**src/logic/lsb_macros.svh**
```systemverilog
// Sizing for the load/store buffer. The byte lane logic assumes a 32-bit word
// with 4 byte lanes, so only LSB_DEPTH is meant to be changed.

`ifndef LSB_MACROS_SVH
`define LSB_MACROS_SVH

// Address and data width, one word
`define LSB_XLEN 32

// Byte lanes per word
`define LSB_BYTES 4

// Store buffer entries, 2 or more
`define LSB_DEPTH 4

`endif

```
**src/logic/lsb_pkg.sv**
```systemverilog
// Types shared by the load/store buffer and its cache port.
// Accesses are assumed naturally aligned; a misaligned halfword or word
// gives a strobe mask that does not match the address.

`default_nettype none

`include "lsb_macros.svh"

package lsb_pkg;

  typedef enum logic [1:0] {
    NO_SIZE = 2'b00,
    BYTE    = 2'b01,
    HALF    = 2'b10,
    WORD    = 2'b11
  } size_e;

  typedef struct packed {
    logic                  valid;
    logic                  is_store;
    logic [`LSB_XLEN-1:0]  addr;
    size_e                 size;
    logic                  sign;     // Sign-extend a load
    logic [`LSB_XLEN-1:0]  data;
  } mem_req_t;

  typedef struct packed {
    logic                  valid;
    logic                  is_store;
    logic [`LSB_XLEN-1:0]  addr;
    size_e                 size;
    logic [`LSB_XLEN-1:0]  data;     // Store data in the low bits
  } dcache_req_t;

  typedef struct packed {
    logic                  valid;
    logic [`LSB_XLEN-1:0]  data;     // Full read word
  } dcache_res_t;

  typedef struct packed {
    logic [`LSB_XLEN-1:2]  waddr;
    logic [`LSB_XLEN-1:0]  data;     // Bytes in their word lanes
    logic [`LSB_BYTES-1:0] strb;
  } sb_entry_t;

  // Byte lanes touched by an access
  function automatic logic [`LSB_BYTES-1:0] byte_mask(input logic [1:0] lsb, input size_e size);
    case (size)
      BYTE:    return `LSB_BYTES'(1) << lsb;
      HALF:    return `LSB_BYTES'(3) << {lsb[1], 1'b0};
      WORD:    return '1;
      default: return '0;
    endcase
  endfunction

  // Size that a strobe mask stands for, NO_SIZE if it is not a single access
  function automatic size_e mask_size(input logic [`LSB_BYTES-1:0] strb);
    case (strb)
      4'b0001, 4'b0010, 4'b0100, 4'b1000: return BYTE;
      4'b0011, 4'b1100:                   return HALF;
      4'b1111:                            return WORD;
      default:                            return NO_SIZE;
    endcase
  endfunction

endpackage

`default_nettype wire

```
**src/logic/dcache_port.sv**
```systemverilog
// Cache side of the buffer with one open transaction at a time and no
// back-pressure from the cache. The pipeline must hold req_i while stall_o is high.
// A load that misses the buffer waits for it to empty before it is issued.

`default_nettype none

`include "lsb_macros.svh"

module dcache_port
  import lsb_pkg::*;
(
  input  logic        clk_i,
  input  logic        rst_ni,
  input  logic        flush_i,
  input  mem_req_t    req_i,
  input  sb_entry_t   head_entry_i,
  input  logic        empty_i,
  input  logic        full_i,
  input  logic        can_merge_tail_i,
  input  logic        fwd_hit_i,
  input  logic        fwd_partial_i,
  input  dcache_res_t dcache_res_i,
  output dcache_req_t dcache_req_o,
  output logic        dequeue_o,
  output logic        accept_store_o,
  output logic        stall_o,
  output logic        load_done_o,
  output mem_req_t    active_o
);

  logic     txn_q;
  logic     act_load_q;
  logic     drain_q;
  mem_req_t act_q;
  logic     is_load;
  logic     fwd;
  logic     drain_store;
  logic     issue_load;
  logic [1:0] head_lsb;

  assign is_load = req_i.valid && !req_i.is_store;
  assign fwd     = is_load && fwd_hit_i && !drain_q;

  assign accept_store_o = req_i.valid && req_i.is_store && !drain_q &&
                          (!full_i || can_merge_tail_i);

  // ==========================================================================
  // Issue arbitration
  // ==========================================================================
  assign drain_store = !txn_q && !empty_i && !fwd;
  assign issue_load  = !txn_q && empty_i && is_load && !drain_q &&
                       !fwd_hit_i && !fwd_partial_i;  // Word not in the buffer

  always_comb begin
    head_lsb = 2'd0;
    for (int b = `LSB_BYTES - 1; b >= 0; b--) begin
      if (head_entry_i.strb[b]) head_lsb = 2'(b);  // Lowest lane wins
    end
  end

  always_comb begin
    dcache_req_o = '0;
    if (drain_store) begin
      dcache_req_o.valid    = 1'b1;
      dcache_req_o.is_store = 1'b1;
      dcache_req_o.addr     = {head_entry_i.waddr, head_lsb};
      dcache_req_o.size     = mask_size(head_entry_i.strb);
      dcache_req_o.data     = head_entry_i.data >> {head_lsb, 3'b000};
    end else if (issue_load) begin
      dcache_req_o.valid = 1'b1;
      dcache_req_o.addr  = req_i.addr;
      dcache_req_o.size  = req_i.size;
    end
  end

  // ==========================================================================
  // Transaction and drain tracking
  // ==========================================================================
  always_ff @(posedge clk_i) begin
    if (!rst_ni) begin
      txn_q      <= 1'b0;
      act_load_q <= 1'b0;
      drain_q    <= 1'b0;
    end else begin
      if (dcache_req_o.valid) begin
        txn_q      <= 1'b1;
        act_load_q <= issue_load;
      end else if (dcache_res_i.valid) begin
        txn_q <= 1'b0;
      end
      if (drain_q && empty_i && !txn_q) begin
        drain_q <= 1'b0;
      end else if (flush_i && (!empty_i || txn_q || accept_store_o)) begin
        drain_q <= 1'b1;
      end
    end
  end

  always_ff @(posedge clk_i) begin
    if (issue_load) act_q <= req_i;  // Size, sign and low bits for alignment
  end

  // A load answered during drain is dropped and issued again afterwards
  assign load_done_o    = fwd || (txn_q && act_load_q && dcache_res_i.valid && !drain_q);
  assign stall_o        = drain_q || (req_i.valid && !accept_store_o && !load_done_o);
  assign dequeue_o      = drain_store;
  assign active_o       = act_q;

  // The cache only answers an open transaction
  a_res_in_txn: assert property (@(posedge clk_i) disable iff (!rst_ni)
    dcache_res_i.valid |-> txn_q);

endmodule

`default_nettype wire

```
**src/logic/ldst_buffer.sv**
```systemverilog
// Load/store buffer between a pipeline memory stage and a data cache.
// Every store goes through the buffer; loads forward on a full hit, else
// wait for the buffer to drain. Hold req_i while stall_o is high.
// ld_valid_o marks the cycle a load is accepted, with ld_data_o extended.

`default_nettype none

`include "lsb_macros.svh"

module ldst_buffer
  import lsb_pkg::*;
#(
  parameter int unsigned DEPTH = `LSB_DEPTH
) (
  input  logic                 clk_i,
  input  logic                 rst_ni,
  input  logic                 flush_i,
  input  mem_req_t             req_i,
  output logic                 stall_o,
  output logic                 ld_valid_o,
  output logic [`LSB_XLEN-1:0] ld_data_o,
  output dcache_req_t          dcache_req_o,
  input  dcache_res_t          dcache_res_i
);

  localparam int unsigned PTR_W = $clog2(DEPTH);
  localparam int unsigned CNT_W = $clog2(DEPTH + 1);

  sb_entry_t            entries [DEPTH];
  logic [DEPTH-1:0]     can_merge;
  logic [DEPTH-1:0]     write;
  logic [DEPTH-1:0]     merge;
  logic [PTR_W-1:0]     head;
  logic [PTR_W-1:0]     newest;
  logic [CNT_W-1:0]     count;
  logic                 full;
  logic                 empty;
  logic                 dequeue;
  logic                 accept_store;
  logic                 fwd_hit;
  logic                 fwd_partial;
  logic [`LSB_XLEN-1:0] fwd_word;
  mem_req_t             active;

  assign empty = (count == '0);

  // ==========================================================================
  // Store buffer
  // ==========================================================================
  for (genvar i = 0; i < DEPTH; i++) begin : g_entry
    sb_entry sb_entry_i (
      .clk_i, .rst_ni, .req_i,
      .write_i(write[i]), .merge_i(merge[i]),
      .entry_o(entries[i]), .can_merge_o(can_merge[i])
    );
  end

  sb_alloc #(.DEPTH(DEPTH)) sb_alloc_i (
    .clk_i, .rst_ni, .req_i,
    .accept_store_i(accept_store), .can_merge_i(can_merge), .dequeue_i(dequeue),
    .write_o(write), .merge_o(merge),
    .head_o(head), .newest_o(newest), .count_o(count), .full_o(full)
  );

  sb_forward #(.DEPTH(DEPTH)) sb_forward_i (
    .entries_i(entries), .newest_i(newest), .count_i(count), .req_i,
    .hit_o(fwd_hit), .partial_o(fwd_partial), .word_o(fwd_word)
  );

  // ==========================================================================
  // Cache port and load result
  // ==========================================================================
  dcache_port dcache_port_i (
    .clk_i, .rst_ni, .flush_i, .req_i,
    .head_entry_i(entries[head]), .empty_i(empty), .full_i(full),
    .can_merge_tail_i(can_merge[newest]),
    .fwd_hit_i(fwd_hit), .fwd_partial_i(fwd_partial),
    .dcache_res_i, .dcache_req_o,
    .dequeue_o(dequeue), .accept_store_o(accept_store),
    .stall_o, .load_done_o(ld_valid_o), .active_o(active)
  );

  load_align load_align_i (
    .fwd_i(fwd_hit), .fwd_word_i(fwd_word), .cache_word_i(dcache_res_i.data),
    .req_i, .active_i(active), .data_o(ld_data_o)
  );

endmodule

`default_nettype wire

```
**src/logic/load_align.sv**
```systemverilog
// Load result alignment. Takes the forwarded word when fwd_i is high, else
// the cache word with the size and address of the open load.
// Output is only meaningful while ld_valid_o is high.

`default_nettype none

`include "lsb_macros.svh"

module load_align
  import lsb_pkg::*;
(
  input  logic                 fwd_i,
  input  logic [`LSB_XLEN-1:0] fwd_word_i,
  input  logic [`LSB_XLEN-1:0] cache_word_i,
  input  mem_req_t             req_i,
  input  mem_req_t             active_i,
  output logic [`LSB_XLEN-1:0] data_o
);

  mem_req_t             sel;
  logic [`LSB_XLEN-1:0] word;
  logic [7:0]           lane_b;
  logic [15:0]          lane_h;

  always_comb begin
    sel    = fwd_i ? req_i : active_i;
    word   = fwd_i ? fwd_word_i : cache_word_i;
    lane_b = word[{sel.addr[1:0], 3'b000} +: 8];
    lane_h = word[{sel.addr[1], 4'b0000} +: 16];
    case (sel.size)
      BYTE:    data_o = {{(`LSB_XLEN - 8){sel.sign & lane_b[7]}}, lane_b};
      HALF:    data_o = {{(`LSB_XLEN - 16){sel.sign & lane_h[15]}}, lane_h};
      WORD:    data_o = word;
      default: data_o = '0;
    endcase
  end

endmodule

`default_nettype wire

```
**src/logic/sb_alloc.sv**
```systemverilog
// Head, tail and count of the store buffer, with wrap at DEPTH.
// An accepted store merges into the newest entry when it can, else it is
// written at the tail. The caller must not accept a store that needs a new
// entry while the buffer is full.

`default_nettype none

`include "lsb_macros.svh"

module sb_alloc
  import lsb_pkg::*;
#(
  parameter int unsigned DEPTH = `LSB_DEPTH
) (
  input  logic                       clk_i,
  input  logic                       rst_ni,
  input  mem_req_t                   req_i,
  input  logic                       accept_store_i,
  input  logic [DEPTH-1:0]           can_merge_i,
  input  logic                       dequeue_i,
  output logic [DEPTH-1:0]           write_o,
  output logic [DEPTH-1:0]           merge_o,
  output logic [$clog2(DEPTH)-1:0]   head_o,
  output logic [$clog2(DEPTH)-1:0]   newest_o,
  output logic [$clog2(DEPTH+1)-1:0] count_o,
  output logic                       full_o
);

  localparam int unsigned PTR_W = $clog2(DEPTH);
  localparam int unsigned CNT_W = $clog2(DEPTH + 1);
  localparam logic [PTR_W-1:0] LAST = PTR_W'(DEPTH - 1);

  logic [PTR_W-1:0] head_q;
  logic [PTR_W-1:0] tail_q;
  logic [PTR_W-1:0] newest;
  logic [CNT_W-1:0] count_q;
  logic             store_in;
  logic             do_merge;
  logic             do_write;

  function automatic logic [PTR_W-1:0] next_ptr(input logic [PTR_W-1:0] p);
    return (p == LAST) ? '0 : p + 1'b1;
  endfunction

  assign newest   = (tail_q == '0) ? LAST : tail_q - 1'b1;
  assign store_in = accept_store_i && req_i.valid && req_i.is_store;

  // The newest entry cannot take a merge in the cycle it is sent to the cache
  assign do_merge = store_in && (count_q != '0) && can_merge_i[newest] &&
                    !(dequeue_i && (count_q == CNT_W'(1)));
  assign do_write = store_in && !do_merge;

  always_comb begin
    write_o         = '0;
    merge_o         = '0;
    write_o[tail_q] = do_write;
    merge_o[newest] = do_merge;
  end

  always_ff @(posedge clk_i) begin
    if (!rst_ni) begin
      head_q  <= '0;
      tail_q  <= '0;
      count_q <= '0;
    end else begin
      if (do_write) tail_q <= next_ptr(tail_q);
      if (dequeue_i) head_q <= next_ptr(head_q);
      count_q <= count_q + CNT_W'(do_write) - CNT_W'(dequeue_i);
    end
  end

  assign head_o   = head_q;
  assign newest_o = newest;
  assign count_o  = count_q;
  assign full_o   = (count_q == CNT_W'(DEPTH));

  a_count_max: assert property (@(posedge clk_i) disable iff (!rst_ni)
    count_q <= CNT_W'(DEPTH));

  // Store acceptance in the cache port must leave room for a new entry
  a_no_write_full: assert property (@(posedge clk_i) disable iff (!rst_ni)
    full_o |-> !do_write);

endmodule

`default_nettype wire

```
**src/logic/sb_entry.sv**
```systemverilog
// One store buffer entry. Whether it is occupied is tracked by the allocator,
// so strobes of a freed entry are stale and must be masked by the count.
// can_merge_o only looks at this entry; the allocator picks the newest one.

`default_nettype none

`include "lsb_macros.svh"

module sb_entry
  import lsb_pkg::*;
(
  input  logic      clk_i,
  input  logic      rst_ni,
  input  mem_req_t  req_i,
  input  logic      write_i,
  input  logic      merge_i,
  output sb_entry_t entry_o,
  output logic      can_merge_o
);

  logic [`LSB_XLEN-1:2]  waddr_q;
  logic [`LSB_XLEN-1:0]  data_q;
  logic [`LSB_BYTES-1:0] strb_q;
  logic [`LSB_BYTES-1:0] new_strb;
  logic [`LSB_BYTES-1:0] comb_strb;
  logic [`LSB_XLEN-1:0]  new_data;

  assign new_strb  = byte_mask(req_i.addr[1:0], req_i.size);
  assign new_data  = req_i.data << {req_i.addr[1:0], 3'b000};  // Move into lanes
  assign comb_strb = strb_q | new_strb;

  assign can_merge_o = req_i.valid && req_i.is_store &&
                       (req_i.addr[`LSB_XLEN-1:2] == waddr_q) &&
                       (mask_size(comb_strb) != NO_SIZE);

  always_ff @(posedge clk_i) begin
    if (!rst_ni) begin
      strb_q <= '0;
    end else if (write_i) begin
      strb_q <= new_strb;
    end else if (merge_i) begin
      strb_q <= comb_strb;
    end
  end

  always_ff @(posedge clk_i) begin
    if (write_i) begin
      waddr_q <= req_i.addr[`LSB_XLEN-1:2];
      data_q  <= new_data;
    end else if (merge_i) begin
      for (int b = 0; b < `LSB_BYTES; b++) begin
        if (new_strb[b]) begin
          data_q[b*8 +: 8] <= new_data[b*8 +: 8];  // Younger byte wins
        end
      end
    end
  end

  assign entry_o = '{waddr: waddr_q, data: data_q, strb: strb_q};

endmodule

`default_nettype wire

```
**src/logic/sb_forward.sv**
```systemverilog
// Store-to-load forwarding scan, purely combinational.
// Walks the occupied entries from newest to oldest; the first strobe found
// for a byte is the youngest value. Only full hits may be forwarded.

`default_nettype none

`include "lsb_macros.svh"

module sb_forward
  import lsb_pkg::*;
#(
  parameter int unsigned DEPTH = `LSB_DEPTH
) (
  input  sb_entry_t                  entries_i [DEPTH],
  input  logic [$clog2(DEPTH)-1:0]   newest_i,
  input  logic [$clog2(DEPTH+1)-1:0] count_i,
  input  mem_req_t                   req_i,
  output logic                       hit_o,
  output logic                       partial_o,
  output logic [`LSB_XLEN-1:0]       word_o
);

  localparam int unsigned PTR_W = $clog2(DEPTH);
  localparam int unsigned CNT_W = $clog2(DEPTH + 1);
  localparam logic [PTR_W-1:0] LAST = PTR_W'(DEPTH - 1);

  logic                  load;
  logic [`LSB_BYTES-1:0] need;
  logic [`LSB_BYTES-1:0] found;
  logic [PTR_W-1:0]      ptr;

  assign load = req_i.valid && !req_i.is_store;
  assign need = byte_mask(req_i.addr[1:0], req_i.size);

  always_comb begin
    found  = '0;
    word_o = '0;
    ptr    = newest_i;
    for (int k = 0; k < DEPTH; k++) begin
      if ((CNT_W'(k) < count_i) && (entries_i[ptr].waddr == req_i.addr[`LSB_XLEN-1:2])) begin
        for (int b = 0; b < `LSB_BYTES; b++) begin
          if (entries_i[ptr].strb[b] && !found[b]) begin
            word_o[b*8 +: 8] = entries_i[ptr].data[b*8 +: 8];
          end
        end
        found = found | entries_i[ptr].strb;
      end
      ptr = (ptr == '0) ? LAST : ptr - 1'b1;  // Step to the next older entry
    end
  end

  assign hit_o     = load && (need != '0) && ((found & need) == need);
  assign partial_o = load && ((found & need) != '0) && !hit_o;

endmodule

`default_nettype wire

```
**config.mk**
```make
export PLATFORM = sky130hd
export DESIGN_NAME = ldst_buffer
export DESIGN_NICKNAME = d
export VERILOG_FILES = /design/src/logic/lsb_pkg.sv /design/src/logic/dcache_port.sv /design/src/logic/ldst_buffer.sv /design/src/logic/load_align.sv /design/src/logic/sb_alloc.sv /design/src/logic/sb_entry.sv /design/src/logic/sb_forward.sv
export VERILOG_INCLUDE_DIRS = /design/src /design/src/logic
export SDC_FILE = /design/constraint.sdc
export NUM_CORES = 1
export LEC_CHECK = 0
export ABC_CLOCK_PERIOD_IN_PS = 6800
export BUFFER_PORTS_ARGS = -buffer_cell sky130_fd_sc_hd__buf_2
export CORE_AREA = 5 5 278 225
export CTS_CLUSTER_SIZE = 14
export DETAILED_ROUTE_END_ITERATION = 10
export DIE_AREA = 0 0 283 230
export SYNTH_ARGS = -nofsm -noshare
export SYNTH_HDL_FRONTEND = slang
export SYNTH_SLANG_ARGS = --single-unit
```
**constraint.sdc**
```tcl
create_clock -name clk_i -period 6.8 [get_ports clk_i]
set_input_delay 1.7 -clock clk_i [delete_from_list [all_inputs] [get_ports clk_i]]
set_output_delay 1.7 -clock clk_i [all_outputs]
set_load 0.01 [all_outputs]
```
==> metrics.txt <==
run status=finished, violations left; violations in the final reports=negative setup slack; count of flip-flops with a built-in enable after synthesis=253; IO Count=207; final worst slack=-0.397 ns; initial antenna violation count=4; arrival time of data at the critical path endpoint=5.50 ns; required time of the worst setup path=5.10 ns; pin count of the biggest net entering global routing=60; TritonCTS clock tree=done; Worst Reg-to-Reg Cells=20; antenna violation net count after detailed routing=0; placed cell count=4014; sequence of cells on the critical path=buf_4 -> and3b_1 -> o21ai_0 -> o2111ai_1 -> a2111oi_0 -> buf_4 -> nor4b_4 -> and4_4 -> buf_6 -> nand4_1 -> buf_6 -> o221a_4 -> mux2_4 -> mux2i_4 -> a32oi_1 -> a211oi_1 -> buf_2; global routing usage summed across all routing layers=39.6%; final worst-path cycle share=106%; I/O Buffers=206; wire length on met3=22900 µm; first-pass iteration count of the detailed router=6; latest clock arrival within the worst-skew pair=0.58 ns; setup slack, reg-to-reg=1.18 ns; Distinct cells, synth=117; global route overflow=0; layout overhead on the synthesized area=38.0%; Clk network pwr share=19.7%; Yosys warning count=0; total negative setup slack=-22.25 ns; share of the synthesized area in the top cell type=28.7%; Post-Synthesis Mean Instance Area=9.84 µm²; wire length of the first global-routing pass=190000 µm; Core Rows=80; total detailed-routing wirelength=136000 µm; post-route DRC violation count=0; sequential area share after synthesis=30.7%; maximum operating frequency=139 MHz; Crit Path Class=in2out; capture point of the critical path=ld_data_o[2]; Finished Core Util=61.6%; routed length per instance=32.4 µm; H-tree depth=2; cell taking the most area after synthesis=edfxtp_1; Met1 Routed Length=57000 µm; Max IR drop VDD=235 µV; cell chosen for the clock root=clkbuf_16; Critical Path Source Type=input port; Slowest cell on crit path=a2111oi_0; number of clock buffers inserted by TritonCTS=35; Pint=0.00539 W; part of the power in combinational logic=57.3%; gate count after technology mapping=2692; fillers=4991; via total after detailed routing=28100; Final Instance Count excl. Fillers=4182; sw frac=43.3%; Critical Path Sink Type=output pin; leakage component of the power=13.8 nW; post-route worst hold slack=0.475 ns; placed standard-cell area=31900 µm²; Async SR Flop Fraction=0%; fraction of layout cells with a size suffix above 1=43.3%; worst reg2reg path endpoint=g_entry[3].sb_entry_i.data_q[23]$_DFFE_PP_; top cells by area in the synthesized netlist=edfxtp_1 (29%), mux4_2 (11%), mux2i_1 (7.9%); largest driver fanout on the critical path=10; Net count, final=3493; die outline area=65100 µm²; worst stage delay on the critical path=0.44 ns; register bit total from synthesis=279; final critical-path required period=7.20 ns; cell area after synthesis=26500 µm²; Top Metal Used=met5; placed wire-length estimate after detailed placement=103000 µm; reg2reg start=sb_alloc_i.tail_q[0]$_SDFFE_PN0P_; count of routing violations after the opening detailed-route iteration=4506; clk sinks=279; most used flip-flop cell after synthesis=edfxtp_1; horizontal die dimension=283 µm; total net switching power=0.00411 W; critical path startpoint=req_i[44]; relative slew slack=26.4%; Max Cap Viol=0; clock-pin slew on the worst setup and hold paths=0.06 ns; via count of the first global-routing pass=26000; buffer levels on the longest clock path=3; post-layout instance area=36500 µm²; Power Dens Cells=260 nW/µm²; Hold Buf Count CTS=0; worst-margin pin slew=1.10 ns; y dimension of the die=230 µm; final hold violation count=0; initial core utilization=44.6%; number of endpoints failing setup at the final stage=101; final weighted congestion in routability-driven placement=1.07; count of final max-slew check failures=0; Synthesized Nets=2809; class of the tightest hold or removal check=reg2reg; core region area=59400 µm²; RSZ-0062 raised after global routing=yes; sum of met2 wire segment lengths after detailed routing=53000 µm; number of vias per cell after detailed routing=6.71; Worst Clk Skew=0.0309 ns; part of the total power dissipated in sequential elements=23.0%
-- cells in the mapped netlist (all sizes together), types with 26 or more instances --
cell type / n
nand4: 55
xnor2: 158
o21ai: 122
a211oi: 76
nor4: 41
dfxtp: 26
a21oi: 105
and2: 26
nand3: 76
xor2: 57
inv: 64
buf: 125
mux2i: 211
mux4: 135
nand2b: 27
o211ai: 26
a31oi: 55
nor2: 134
mux2: 77
edfxtp: 253
nor2b: 55
clkbuf: 110
a221oi: 28
nor3: 46
nand2: 261
-- worst min path at each step --
stage	from	depth (start not counted)	to	slack, ns
final	dcache_port_i.act_load_q$_SDFFE_PN0P_	2	dcache_port_i.act_load_q$_SDFFE_PN0P_	0.47
after CTS	dcache_port_i.act_load_q$_SDFFE_PN0P_	2	dcache_port_i.act_load_q$_SDFFE_PN0P_	0.47
after detailed placement	dcache_port_i.act_load_q$_SDFFE_PN0P_	2	dcache_port_i.act_load_q$_SDFFE_PN0P_	0.46
after global placement	dcache_port_i.act_load_q$_SDFFE_PN0P_	2	dcache_port_i.act_load_q$_SDFFE_PN0P_	0.44
after floorplan	dcache_port_i.act_load_q$_SDFFE_PN0P_	2	dcache_port_i.act_load_q$_SDFFE_PN0P_	0.44
after global routing	dcache_port_i.act_load_q$_SDFFE_PN0P_	2	dcache_port_i.act_load_q$_SDFFE_PN0P_	0.49
-- registers in the layout, indices dropped and copies added, names as in the netlist --
register	cells
g_entry.sb_entry_i.data_q	128
g_entry.sb_entry_i.strb_q	16
dcache_port_i.drain_q	1
sb_alloc_i.head_o	2
sb_alloc_i.count_o	3
sb_alloc_i.tail_q	2
dcache_port_i.txn_q	1
dcache_port_i.active_o	5
g_entry.sb_entry_i.waddr_q	120
dcache_port_i.act_load_q	1
-- stage by stage --
step                total power [W]  worst slack (ns)
floorplan                   0.00467           0.00868
global placement            0.00668             -1.10
detailed placement          0.00672             -1.07
CTS                         0.00893            -0.381
global route                0.00978            -0.419
finish                      0.00951            -0.397
-- power by group through the flow --
stage	combinational, W	sequential (W)	clock [W]
floorplan	0.00260	0.00207	0
global placement	0.00449	0.00220	0
detailed placement	0.00451	0.00221	0
CTS	0.00487	0.00217	0.00188
global route	0.00562	0.00219	0.00196
finish	0.00545	0.00218	0.00187
-- cells in the final DEF (no fill, tap or decap), drive strengths merged, types with 14 or more instances in the layout --
cell type and n:
or4 14, a221oi 28, nor3 46, inv 65
edfxtp 253, nand2b 27, o2111ai 22, mux2 77
buf 874, nand2 261, o22ai 17, nor2b 55
clkinv 15, nor2 134, dfxtp 26, mux2i 211
a21oi 105, o211ai 26, a22oi 20, clkbuf 50
xor2 57, nand3 76, nand4 55, nor3b 21
xnor2 158, or3 14, a31oi 55, a211oi 76
nor4 41, o21ai 122, or2 14, and3 23
and2 26, mux4 135
-- final cells by class --
cell class	instances	area [µm²]	area share, %
well taps	779	975	2.67
clock inverters	19	189	0.517
diodes	1	2.50	0.00685
flip-flops and latches	279	8130	22.3
multi-input cells	2112	18800	51.4
inverters	66	262	0.716
repair buffers	882	7280	19.9
clock buffers	44	920	2.52
-- layer usage --
layer | track usage [%] | up-vias
met2 | 53.2 | 2055
met5 | 0 | -
li1 | - | 11800
met1 | 59.4 | 14000
met3 | 17.5 | 221
met4 | 6.09 | 2
-- timing repair --
item,CTS,global route
pin swaps,59,110
endpoints found under the setup margin,102,102
buffers inserted,58,55
gates resized for setup,265,276
gates cloned,6,3
-- cell families (layout without fill, tap and decap cells) --
kind of cell | Yosys count | count (layout) | synth area share (%)
multiplexers | 423 | 423 | 22.8
AO/OA/AOI/OAI | 600 | 600 | 15.8
adder cells (fa/ha/maj) | 12 | 12 | 0.595
AND/OR/NAND/NOR | 862 | 862 | 17.3
XOR/XNOR | 215 | 215 | 7.14
other | 0 | 1 | 0
flip-flops | 279 | 279 | 30.7
buffers and inverters | 301 | 1011 | 5.65
-- worst max-delay path, delay by kind of cell --
family                 cells  cell delay [ns]
AO/OA/AOI/OAI              6             1.42
buffers and inverters      5             0.86
AND/OR/NAND/NOR            4             0.97
multiplexers               2             0.52
No activity file was read; power rests on OpenSTA's default activity.
